**src/hsi_defines.svh**
```systemverilog
`ifndef HSI_DEFINES_SVH
`define HSI_DEFINES_SVH

`define HSI_WORD_WIDTH   32  // Two samples per bus word
`define HSI_DATA_WIDTH   16  // Signed band sample
`define HSI_ACC_WIDTH    48  // Headroom for a full vector of squares
`define HSI_BANDS        8   // Words per spectrum
`define HSI_LIBRARY_SIZE 4   // Reference spectra in the library
`define HSI_BAND_AW      $clog2(`HSI_BANDS)
`define HSI_REF_AW       $clog2(`HSI_LIBRARY_SIZE)
`define HSI_LIB_AW       (`HSI_BAND_AW + `HSI_REF_AW)  // Flat library word index
`define HSI_AXI_AW       12  // Byte address into the register space

`define HSI_ADDR_CTRL     12'h000  // Bit 0 starts a run
`define HSI_ADDR_STATUS   12'h004  // Busy in bit 0, done in bit 1
`define HSI_ADDR_BEST_REF 12'h008
`define HSI_ADDR_BEST_MSE 12'h00C
`define HSI_PIX_BASE      12'h100  // One word per band
`define HSI_LIB_BASE      12'h200  // Entry major, band minor

`endif

```
**src/hsi_ctrl_pkg.sv**
```systemverilog
package hsi_ctrl_pkg;

  // AXI4-Lite response codes in use
  typedef enum logic [1:0] {
    OKAY   = 2'b00,
    SLVERR = 2'b10
  } axi_resp_e;

  // Library walk
  typedef enum logic [1:0] {
    IDLE,
    RUN,
    DRAIN  // Last read issued, last element still in flight
  } seq_state_e;

endpackage

```
**src/hsi_types_pkg.sv**
```systemverilog
`include "hsi_defines.svh"

package hsi_types_pkg;

  // Sample and word formats
  typedef logic signed [`HSI_DATA_WIDTH-1:0] sample_t;  // One band sample
  typedef logic [`HSI_WORD_WIDTH-1:0] word_t;            // Low and high sample pair

  // Arithmetic widths
  typedef logic [2*`HSI_DATA_WIDTH-1:0] sq_t;  // Square of a 17 bit difference, never negative
  typedef logic [`HSI_ACC_WIDTH-1:0] acc_t;    // Running sum over one vector

  // Indices
  typedef logic [`HSI_REF_AW-1:0] lib_ref_t;  // Library entry
  typedef logic [`HSI_BAND_AW-1:0] band_t;    // Word inside a vector

endpackage

```
**src/hsi_ifs.sv**
```systemverilog
`timescale 1ns/1ns
`include "hsi_defines.svh"

// Register block to spectral store, written in the cycle we is high
interface buf_wr_if import hsi_types_pkg::*; ();
  logic                   we;
  logic                   lib_sel;  // Library memory when set, pixel memory otherwise
  logic [`HSI_LIB_AW-1:0] addr;     // Pixel writes use only the band bits
  word_t                  data;

  modport writer (output we, lib_sel, addr, data);
  modport store  (input we, lib_sel, addr, data);
endinterface

// Sequencer to spectral store, data one cycle after re
interface buf_rd_if import hsi_types_pkg::*; ();
  logic                   re;
  band_t                  pix_addr;
  logic [`HSI_LIB_AW-1:0] lib_addr;  // {entry, band}
  word_t                  pix_data;
  word_t                  lib_data;

  modport reader (output re, pix_addr, lib_addr, input pix_data, lib_data);
  modport store  (input re, pix_addr, lib_addr, output pix_data, lib_data);
endinterface

// Pixel and library element pairs, consumer never stalls
interface elem_stream_if import hsi_types_pkg::*; ();
  logic     valid;
  logic     start;      // First band of an entry
  logic     last;       // Final band of an entry
  lib_ref_t vctr_ref;   // Entry index
  word_t    element_a;  // Pixel word
  word_t    element_b;  // Library word

  modport producer (output valid, start, last, vctr_ref, element_a, element_b);
  modport consumer (input valid, start, last, vctr_ref, element_a, element_b);
endinterface

```
**src/hsi_axil_regs.sv**
```systemverilog
`timescale 1ns/1ns
`include "hsi_defines.svh"

module hsi_axil_regs import hsi_types_pkg::*, hsi_ctrl_pkg::*; (
  input  logic                   clk,
  input  logic                   rst_n,
  input  logic [`HSI_AXI_AW-1:0] awaddr,
  input  logic                   awvalid,
  output logic                   awready,
  input  word_t                  wdata,
  input  logic                   wvalid,
  output logic                   wready,
  output axi_resp_e              bresp,
  output logic                   bvalid,
  input  logic                   bready,
  input  logic [`HSI_AXI_AW-1:0] araddr,
  input  logic                   arvalid,
  output logic                   arready,
  output word_t                  rdata,
  output axi_resp_e              rresp,
  output logic                   rvalid,
  input  logic                   rready,
  input  word_t                  mse_value,
  input  lib_ref_t               mse_ref,
  input  logic                   mse_valid,
  input  logic                   issue_done,
  output logic                   go,
  output logic                   irq,
  buf_wr_if.writer               buf_wr
);

  logic                   wr_hs, rd_hs, ctrl_wr, start_run;
  logic                   pix_hit, lib_hit, last_res;
  logic [`HSI_AXI_AW-1:0] pix_off, lib_off;
  logic                   busy, done, issuing, first_res;
  lib_ref_t               best_ref;
  word_t                  best_mse;

  assign wr_hs   = awvalid && wvalid && !bvalid;  // One write response outstanding at most
  assign rd_hs   = arvalid && !rvalid;
  assign awready = wr_hs;
  assign wready  = wr_hs;
  assign arready = rd_hs;

  assign pix_off = awaddr - `HSI_PIX_BASE;  // Wraps high below the base
  assign lib_off = awaddr - `HSI_LIB_BASE;
  assign pix_hit = (pix_off < 4 * `HSI_BANDS) && (awaddr[1:0] == 2'b00);
  assign lib_hit = (lib_off < 4 * `HSI_BANDS * `HSI_LIBRARY_SIZE) && (awaddr[1:0] == 2'b00);

  assign ctrl_wr   = wr_hs && (awaddr == `HSI_ADDR_CTRL);
  assign start_run = ctrl_wr && wdata[0] && !busy;  // Ignored while a run is busy
  assign last_res  = mse_valid && busy && !issuing
                     && (mse_ref == lib_ref_t'(`HSI_LIBRARY_SIZE - 1));

  // Write channel and buffer write strobe
  always_ff @(posedge clk or negedge rst_n) begin
    if (!rst_n) begin
      bvalid    <= 1'b0;
      bresp     <= OKAY;
      buf_wr.we <= 1'b0;
      go        <= 1'b0;
    end else begin
      buf_wr.we <= 1'b0;
      go        <= start_run;  // Single cycle pulse
      if (bvalid && bready)
        bvalid <= 1'b0;
      if (wr_hs) begin
        bvalid <= 1'b1;
        if (ctrl_wr) begin
          bresp <= OKAY;
        end else if ((pix_hit || lib_hit) && !busy) begin
          bresp     <= OKAY;
          buf_wr.we <= 1'b1;
        end else begin
          bresp <= SLVERR;  // Unmapped, read only, or window write during a run
        end
      end
    end
  end

  always_ff @(posedge clk) begin
    if (wr_hs) begin
      buf_wr.lib_sel <= lib_hit;
      buf_wr.addr    <= lib_hit ? lib_off[2 +: `HSI_LIB_AW]
                                : {{`HSI_REF_AW{1'b0}}, pix_off[2 +: `HSI_BAND_AW]};
      buf_wr.data    <= wdata;
    end
  end

  // Run control and best match tracking
  always_ff @(posedge clk or negedge rst_n) begin
    if (!rst_n) begin
      busy      <= 1'b0;
      done      <= 1'b0;
      irq       <= 1'b0;
      issuing   <= 1'b0;
      first_res <= 1'b0;
      best_ref  <= '0;
      best_mse  <= '0;
    end else begin
      if (ctrl_wr)
        irq <= 1'b0;  // Any CTRL write acknowledges the interrupt
      if (start_run) begin
        busy      <= 1'b1;
        done      <= 1'b0;
        issuing   <= 1'b1;
        first_res <= 1'b1;
      end
      if (issue_done)
        issuing <= 1'b0;  // Sequencer has sent its final element
      if (mse_valid && busy) begin
        first_res <= 1'b0;
        if (first_res || (mse_value < best_mse)) begin  // Ties keep the lower entry
          best_mse <= mse_value;
          best_ref <= mse_ref;
        end
      end
      if (last_res) begin
        busy <= 1'b0;
        done <= 1'b1;
        irq  <= 1'b1;
      end
    end
  end

  // Read channel
  always_ff @(posedge clk or negedge rst_n) begin
    if (!rst_n)
      rvalid <= 1'b0;
    else if (rd_hs)
      rvalid <= 1'b1;
    else if (rready)
      rvalid <= 1'b0;
  end

  always_ff @(posedge clk) begin
    if (rd_hs) begin
      rresp <= OKAY;
      rdata <= '0;
      case (araddr)
        `HSI_ADDR_CTRL:     rdata <= '0;  // Start bit reads back clear
        `HSI_ADDR_STATUS:   rdata <= word_t'({done, busy});
        `HSI_ADDR_BEST_REF: rdata <= word_t'(best_ref);
        `HSI_ADDR_BEST_MSE: rdata <= best_mse;
        default:            rresp <= SLVERR;  // Windows are write only
      endcase
    end
  end

endmodule

```
**src/hsi_match_top.sv**
```systemverilog
`timescale 1ns/1ns
`include "hsi_defines.svh"

module hsi_match_top import hsi_types_pkg::*; (
  input  logic                      clk,
  input  logic                      rst_n,
  input  logic [`HSI_AXI_AW-1:0]    awaddr,
  input  logic                      awvalid,
  output logic                      awready,
  input  logic [`HSI_WORD_WIDTH-1:0] wdata,
  input  logic                      wvalid,
  output logic                      wready,
  output logic [1:0]                bresp,
  output logic                      bvalid,
  input  logic                      bready,
  input  logic [`HSI_AXI_AW-1:0]    araddr,
  input  logic                      arvalid,
  output logic                      arready,
  output logic [`HSI_WORD_WIDTH-1:0] rdata,
  output logic [1:0]                rresp,
  output logic                      rvalid,
  input  logic                      rready,
  output logic                      irq  // Run finished, cleared by a CTRL write
);

  buf_wr_if      buf_wr ();
  buf_rd_if      buf_rd ();
  elem_stream_if strm ();

  logic     go, issue_done, mse_valid;
  word_t    mse_value;
  lib_ref_t mse_ref;

  hsi_axil_regs u_regs (
    .clk        (clk),
    .rst_n      (rst_n),
    .awaddr     (awaddr),
    .awvalid    (awvalid),
    .awready    (awready),
    .wdata      (wdata),
    .wvalid     (wvalid),
    .wready     (wready),
    .bresp      (bresp),
    .bvalid     (bvalid),
    .bready     (bready),
    .araddr     (araddr),
    .arvalid    (arvalid),
    .arready    (arready),
    .rdata      (rdata),
    .rresp      (rresp),
    .rvalid     (rvalid),
    .rready     (rready),
    .mse_value  (mse_value),
    .mse_ref    (mse_ref),
    .mse_valid  (mse_valid),
    .issue_done (issue_done),
    .go         (go),
    .irq        (irq),
    .buf_wr     (buf_wr.writer)
  );

  spectral_store u_store (
    .clk    (clk),
    .rst_n  (rst_n),
    .buf_wr (buf_wr.store),
    .buf_rd (buf_rd.store)
  );

  match_sequencer u_seq (
    .clk        (clk),
    .rst_n      (rst_n),
    .go         (go),
    .issue_done (issue_done),
    .buf_rd     (buf_rd.reader),
    .strm       (strm.producer)
  );

  mse u_mse (
    .clk       (clk),
    .rst_n     (rst_n),
    .strm      (strm.consumer),
    .mse_value (mse_value),
    .mse_ref   (mse_ref),
    .mse_valid (mse_valid)
  );

endmodule

```
**src/match_sequencer.sv**
```systemverilog
`timescale 1ns/1ns
`include "hsi_defines.svh"

module match_sequencer import hsi_types_pkg::*, hsi_ctrl_pkg::*; (
  input  logic            clk,
  input  logic            rst_n,
  input  logic            go,
  output logic            issue_done,
  buf_rd_if.reader        buf_rd,
  elem_stream_if.producer strm
);

  seq_state_e state;
  band_t      band;
  lib_ref_t   ref_idx;
  logic       last_band, last_ref;

  assign last_band = (band == band_t'(`HSI_BANDS - 1));
  assign last_ref  = (ref_idx == lib_ref_t'(`HSI_LIBRARY_SIZE - 1));

  assign buf_rd.re       = (state == RUN);  // One read per cycle, no gaps
  assign buf_rd.pix_addr = band;
  assign buf_rd.lib_addr = {ref_idx, band};
  assign strm.element_a  = buf_rd.pix_data;
  assign strm.element_b  = buf_rd.lib_data;
  assign issue_done      = (state == DRAIN);  // Final element is on the stream

  always_ff @(posedge clk or negedge rst_n) begin
    if (!rst_n) begin
      state   <= IDLE;
      band    <= '0;
      ref_idx <= '0;
    end else begin
      case (state)
        IDLE: begin
          band    <= '0;
          ref_idx <= '0;
          if (go)
            state <= RUN;
        end
        RUN: begin
          band <= band + 1'b1;  // Wraps to band 0 on the next entry
          if (last_band)
            ref_idx <= ref_idx + 1'b1;
          if (last_band && last_ref)
            state <= DRAIN;
        end
        default: state <= IDLE;  // DRAIN lasts one cycle
      endcase
    end
  end

  // Side band delayed by one cycle to meet the read data
  always_ff @(posedge clk or negedge rst_n) begin
    if (!rst_n) begin
      strm.valid    <= 1'b0;
      strm.start    <= 1'b0;
      strm.last     <= 1'b0;
      strm.vctr_ref <= '0;
    end else begin
      strm.valid    <= buf_rd.re;
      strm.start    <= buf_rd.re && (band == '0);
      strm.last     <= buf_rd.re && last_band;
      strm.vctr_ref <= ref_idx;
    end
  end

endmodule

```
**src/mse.sv**
```systemverilog
`timescale 1ns/1ns
`include "hsi_defines.svh"

module mse import hsi_types_pkg::*; (
  input  logic            clk,
  input  logic            rst_n,
  elem_stream_if.consumer strm,
  output word_t           mse_value,
  output lib_ref_t        mse_ref,
  output logic            mse_valid
);

  logic     lo_valid, hi_valid, lo_last, hi_last;
  acc_t     lo_value, hi_value;
  lib_ref_t lo_ref, hi_ref;
  logic     init_en, acc_sum_en;
  logic     sum_valid;
  acc_t     sum_value;  // Both channels fit with room to spare
  lib_ref_t sum_ref;

  assign init_en    = strm.valid && strm.start;
  assign acc_sum_en = lo_valid && hi_valid && lo_last && hi_last
                      && (lo_ref == hi_ref);  // Both channels closed the same entry

  sq_df_acc u_ch_lo (
    .clk            (clk),
    .rst_n          (rst_n),
    .data_in_valid  (strm.valid),
    .initial_acc_en (init_en),
    .data_in_a      (strm.element_a[`HSI_DATA_WIDTH-1:0]),  // Lower sample
    .data_in_b      (strm.element_b[`HSI_DATA_WIDTH-1:0]),
    .data_in_ref    (strm.vctr_ref),
    .data_in_last   (strm.last),
    .acc_valid      (lo_valid),
    .acc_value      (lo_value),
    .acc_last       (lo_last),
    .acc_ref        (lo_ref)
  );

  sq_df_acc u_ch_hi (
    .clk            (clk),
    .rst_n          (rst_n),
    .data_in_valid  (strm.valid),
    .initial_acc_en (init_en),
    .data_in_a      (strm.element_a[`HSI_WORD_WIDTH-1:`HSI_DATA_WIDTH]),  // Upper sample
    .data_in_b      (strm.element_b[`HSI_WORD_WIDTH-1:`HSI_DATA_WIDTH]),
    .data_in_ref    (strm.vctr_ref),
    .data_in_last   (strm.last),
    .acc_valid      (hi_valid),
    .acc_value      (hi_value),
    .acc_last       (hi_last),
    .acc_ref        (hi_ref)
  );

  always_ff @(posedge clk or negedge rst_n) begin
    if (!rst_n) begin
      sum_valid <= 1'b0;
      sum_value <= '0;
      sum_ref   <= '0;
      mse_valid <= 1'b0;
      mse_value <= '0;
      mse_ref   <= '0;
    end else begin
      sum_valid <= acc_sum_en;  // Channel sum stage
      if (acc_sum_en) begin
        sum_value <= lo_value + hi_value;
        sum_ref   <= lo_ref;
      end
      mse_valid <= sum_valid;  // Mean stage
      if (sum_valid) begin
        mse_value <= word_t'(sum_value >> `HSI_BAND_AW);  // Divide by the band count
        mse_ref   <= sum_ref;
      end
    end
  end

endmodule

```
**src/spectral_store.sv**
```systemverilog
`timescale 1ns/1ns
`include "hsi_defines.svh"

module spectral_store import hsi_types_pkg::*; (
  input  logic     clk,
  input  logic     rst_n,
  buf_wr_if.store  buf_wr,
  buf_rd_if.store  buf_rd
);

  word_t pix_mem [`HSI_BANDS];                      // Pixel spectrum
  word_t lib_mem [`HSI_BANDS * `HSI_LIBRARY_SIZE];  // Reference spectra, entry major

  // Single write port shared by both memories
  always_ff @(posedge clk) begin
    if (buf_wr.we) begin
      if (buf_wr.lib_sel)
        lib_mem[buf_wr.addr] <= buf_wr.data;
      else
        pix_mem[band_t'(buf_wr.addr)] <= buf_wr.data;  // Band bits only
    end
  end

  // Common read strobe, data registered one cycle later
  always_ff @(posedge clk or negedge rst_n) begin
    if (!rst_n) begin
      buf_rd.pix_data <= '0;
      buf_rd.lib_data <= '0;
    end else if (buf_rd.re) begin
      buf_rd.pix_data <= pix_mem[buf_rd.pix_addr];
      buf_rd.lib_data <= lib_mem[buf_rd.lib_addr];
    end
  end

endmodule

```
**src/sq_df_acc.sv**
```systemverilog
`timescale 1ns/1ns
`include "hsi_defines.svh"

module sq_df_acc import hsi_types_pkg::*; (
  input  logic     clk,
  input  logic     rst_n,
  input  logic     data_in_valid,
  input  logic     initial_acc_en,  // Restart the sum with this element
  input  sample_t  data_in_a,
  input  sample_t  data_in_b,
  input  lib_ref_t data_in_ref,
  input  logic     data_in_last,
  output logic     acc_valid,
  output acc_t     acc_value,
  output logic     acc_last,
  output lib_ref_t acc_ref
);

  logic                              s1_valid, s1_init, s1_last;
  lib_ref_t                          s1_ref;
  logic signed [`HSI_DATA_WIDTH:0]   s1_diff;  // One extra bit, no wrap on extremes
  logic                              s2_valid, s2_init, s2_last;
  lib_ref_t                          s2_ref;
  sq_t                               s2_sq;
  logic signed [2*`HSI_DATA_WIDTH+1:0] sq_full;

  assign sq_full = s1_diff * s1_diff;  // Upper bits always zero

  always_ff @(posedge clk or negedge rst_n) begin
    if (!rst_n) begin
      s1_valid  <= 1'b0;
      s1_init   <= 1'b0;
      s1_last   <= 1'b0;
      s1_ref    <= '0;
      s1_diff   <= '0;
      s2_valid  <= 1'b0;
      s2_init   <= 1'b0;
      s2_last   <= 1'b0;
      s2_ref    <= '0;
      s2_sq     <= '0;
      acc_valid <= 1'b0;
      acc_last  <= 1'b0;
      acc_ref   <= '0;
      acc_value <= '0;
    end else begin
      // Stage 1, difference
      s1_valid <= data_in_valid;
      s1_init  <= data_in_valid && initial_acc_en;
      s1_last  <= data_in_valid && data_in_last;
      s1_ref   <= data_in_ref;
      s1_diff  <= data_in_a - data_in_b;
      // Stage 2, square
      s2_valid <= s1_valid;
      s2_init  <= s1_init;
      s2_last  <= s1_last;
      s2_ref   <= s1_ref;
      s2_sq    <= sq_full[2*`HSI_DATA_WIDTH-1:0];
      // Stage 3, accumulate
      acc_valid <= s2_valid;
      acc_last  <= s2_last;
      acc_ref   <= s2_ref;
      if (s2_valid)
        acc_value <= s2_init ? acc_t'(s2_sq) : acc_value + acc_t'(s2_sq);
    end
  end

endmodule

```
**config.mk**
```make
export PLATFORM = sky130hd
export DESIGN_NAME = hsi_match_top
export DESIGN_NICKNAME = d
export VERILOG_FILES = /design/src/hsi_ctrl_pkg.sv /design/src/hsi_types_pkg.sv /design/src/hsi_ifs.sv /design/src/hsi_axil_regs.sv /design/src/hsi_match_top.sv /design/src/match_sequencer.sv /design/src/mse.sv /design/src/spectral_store.sv /design/src/sq_df_acc.sv
export VERILOG_INCLUDE_DIRS = /design/src
export SDC_FILE = /design/constraint.sdc
export NUM_CORES = 2
export LEC_CHECK = 0
export CORE_ASPECT_RATIO = 0.6
export CORE_MARGIN = 4
export CORE_UTILIZATION = 40
export CTS_CLUSTER_SIZE = 10
export DETAILED_ROUTE_END_ITERATION = 12
export DONT_BUFFER_PORTS = 1
export PLACE_DENSITY = 0.64
export SLEW_MARGIN = 40
export SYNTH_ARGS = -nofsm -noshare
export SYNTH_HDL_FRONTEND = slang
export SYNTH_SLANG_ARGS = --single-unit
```
**constraint.sdc**
```tcl
create_clock -name clk -period 15.5 [get_ports clk]
set_input_delay 4.65 -clock clk [delete_from_list [all_inputs] [get_ports clk]]
set_output_delay 4.65 -clock clk [all_outputs]
set_load 0.005 [all_outputs]
```
==> results.cfg <==
[sta]
hold_ws_ns = 0.3464
finalHoldViolations = 0
fin_crit_ns = 10.03
min_period_over_period_pct = 64.69
worst_slew_pin_slew_ns = 0.8832
rsz0062_at_grt = no
finalClockSkew_ns = 0.1035
setup_viol = 0
drv_slew = 0
max_clock_freq_mhz = 99.73
fin_ws_ns = 5.473
max_slew_margin_pct = 40.98
tns_ns = 0

[worst_setup_path]
cp_top_family = buffers and inverters
cp-end-kind = output pin
path_buf_inv = 1
cp_slowest_cell = inv_2
slowest_delay_ns = 0.44
crit_type = in2out
critPathRequiredTime_ns = 10.85
crit_arrival_ns = 5.38
start_kind = input pin
critPathMaxFanout = 6
path_cells = nand3_1, inv_2

[placed_design]
routabilityCongestion = 0.8487
pre_cts_ws_ns = 5.517
portBuffers = 0
hpwl_um = 142700

[synthesis]
syn_avg_cell_area_um2 = 14.85
synth_cell_types = 95
synth_top_area_cell = edfxtp_1
yosysWarnings = 0
ys_ff_latch = 1721
syn_area_um2 = 88850
ys_async_sr_fraction_pct = 21.50
synthTopCellsByArea = edfxtp_1 46%, fa_1 12%, dfrtp_1 10%, mux4_2 9.7%, ha_1 4.8%
seq_area_frac_synth_pct = 56.08
synth-edff-count = 1351
yosys.area.top_type_share_pct = 45.66
synthFlopType = edfxtp_1
synthCells = 5982

[clock_tree]
cts_resized = 0
clk_pin_slew_ns = 0.05
cts.sinks = 1721
cts-root-buf = clkbuf_16
cts_setup_buffers = 0
clk_latency_ns = 0.87
ctsHoldBuffers = 0
cts_made_buffers = 199
cts_tree = built
cts.path.max_buffers = 4
h-tree-depth = 4

[cells_and_area]
area_growth_pct = 11.81
drive_gt1_share_pct = 14.72
final_util_pct = 45.15
final_common_cell = edfxtp_1
layout_common_cells = 1,351 x edfxtp_1, 759 x inv_1, 511 x fa_1
nets = 7027

[die]
die_x_um = 616.4
start_util_pct = 40.39
die_y_um = 373.1
die_area_um2 = 230000
core_region_area_um2 = 220000
pin_count = 105
fp-row-count = 133

[power_and_ir_drop]
report.power.total_mw = 9.297
ir_drop_v = 0.0001303
p_leak_nw = 38.28
p_per_area_nw_per_um2 = 93.59

[grt]
grt_overflow = 0
grt_pass1_vias = 50580
grt_pass1_wl_um = 327600
antenna_found_initial = 19
grt_max_degree = 371
grt_use_total_pct = 18.73

[drt]
num_vias = 50190
ant_nets = 0
drc = 0
dr.pass1.iters = 7
drt_iter0_drc = 5645
wl_per_cell_um = 23.35
via_per_inst = 5.436
drt-total-wl_um = 215500

[job]
cap_viol_max_count = 0

[worst_hold_path]
hold_path.class = reg2reg

[outcome]
status = completed
[cell families after synthesis]
logic type,after synthesis,share of synthesized area [%]
DFF,1721,56.08
and+or+nand+nor,1057,5.501
buffers and inverters,973,4.139
adders and majority gates,852,16.32
AOI/OAI and AO/OA,676,4.795
muxes,505,11.21
xor gates and xnor gates,197,1.942
other,1,0.004221
[state kept, by name, indices dropped and copies added, names as in the netlist, 3 cells and up]
| name | count |
|---|---|
| u_store.lib_mem | 1024 |
| u_store.pix_mem | 256 |
| u_mse.u_ch_hi.acc_value | 35 |
| u_mse.u_ch_lo.acc_value | 35 |
| u_mse.mse_value | 32 |
| u_mse.sum_value | 32 |
| u_regs.best_mse | 32 |
| u_regs.buf_wr.data | 32 |
| u_regs.rdata | 32 |
| u_store.buf_rd.lib_data | 32 |
| u_store.buf_rd.pix_data | 32 |
| u_mse.u_ch_hi.s2_sq | 31 |
| u_mse.u_ch_lo.s2_sq | 31 |
| u_mse.u_ch_hi.s1_diff | 17 |
| u_mse.u_ch_lo.s1_diff | 17 |
| u_regs.buf_wr.addr | 5 |
| u_seq.buf_rd.pix_addr | 3 |
[through the flow]
step,instances,instance area [um^2]
3_3_place_gp,8827,92740
6_report,9232,99330
2_1_floorplan,5983,88850
4_1_cts,9209,99010
3_5_place_dp,8871,93360
5_1_grt,9225,99320
[Yosys cell counts, types with 34 or more instances]
library cell  instances
edfxtp_1           1351
inv_1               761
fa_1                512
mux4_2              384
nand2_1             383
dfrtp_1             370
ha_1                340
nor2_1              287
a21oi_1             215
clkbuf_1            148
o21ai_0             148
xnor2_1             134
and2_1              128
mux2_2               80
a21o_1               65
xor2_1               63
a31oi_1              58
nor3_1               57
buf_1                47
mux2i_1              41
nor2b_1              38
nand3_1              34
[worst register-to-register path: stages (launching register included)]
cell and delay [ns]:
dfrtp_1 0.87, nand2_1 0.26, fa_1 0.57, fa_1 0.55, inv_1 0.07, fa_1 0.48, fa_1 0.52, fa_1 0.49
inv_1 0.05, fa_1 0.48, inv_1 0.05, ha_1 0.35, a21oi_1 0.17, o21ai_0 0.16, nor2b_1 0.19, a31oi_2 0.21
o311ai_1 0.21, o41a_1 0.40, o41ai_2 0.43, o21ai_1 0.11, a21oi_1 0.21, xnor2_1 0.11
[metal layers]
layer	up-vias	share of wire (%)	track usage, %
li1	21720	-	-
met1	26010	47	30.21
met2	2185	41	25.69
met3	271	10	4.484
met4	2	1.7	3.359
met5	-	0.0060	0
[area by class of cell]
| type | count | area (um^2) |
|---|---|---|
| clock inverter | 7 | 81.33 |
| fill | 19160 | 120700 |
| timing repair buffer | 137 | 1526 |
| clock buffer | 331 | 5569 |
| antenna | 13 | 32.53 |
| sequential | 1721 | 49860 |
| inverter | 764 | 2868 |
| multi-input combinational | 3289 | 35680 |
| tap | 2970 | 3716 |
[power by group]
group | total [mW] | switching (mW) | internal [mW]
Sequential | 5.00 | 0.0131 | 4.99
Combinational | 0.0839 | 0.0689 | 0.0150
Clock | 4.21 | 1.78 | 2.44
Total | 9.30 | 1.86 | 7.44
[path summary, 6_finish.rpt]
kind | start | endpoint | slack, ns | cells after the start
max in group asynchronous | rst_n | u_seq.buf_rd.pix_addr[0]$_DFFE_PN0P_ | 10.50 | 2
worst min register to register | u_mse.u_ch_lo.s1_valid$_DFF_PN0_ | u_mse.u_ch_lo.s2_valid$_DFF_PN0_ | 0.35 | 0
worst max register to register | u_mse.u_ch_lo.s1_diff[10]$_DFF_PN0_ | u_mse.u_ch_lo.s2_sq[31]$_DFF_PN0_ | 8.40 | 21
worst max-delay path | awvalid | awready | 5.47 | 2
worst min-delay path | u_mse.u_ch_lo.s1_valid$_DFF_PN0_ | u_mse.u_ch_lo.s2_valid$_DFF_PN0_ | 0.35 | 0
min in group asynchronous | rst_n | u_store.buf_rd.lib_data[25]$_DFFE_PN0P_ | 3.55 | 0
No activity file was read; power rests on OpenSTA's default activity.
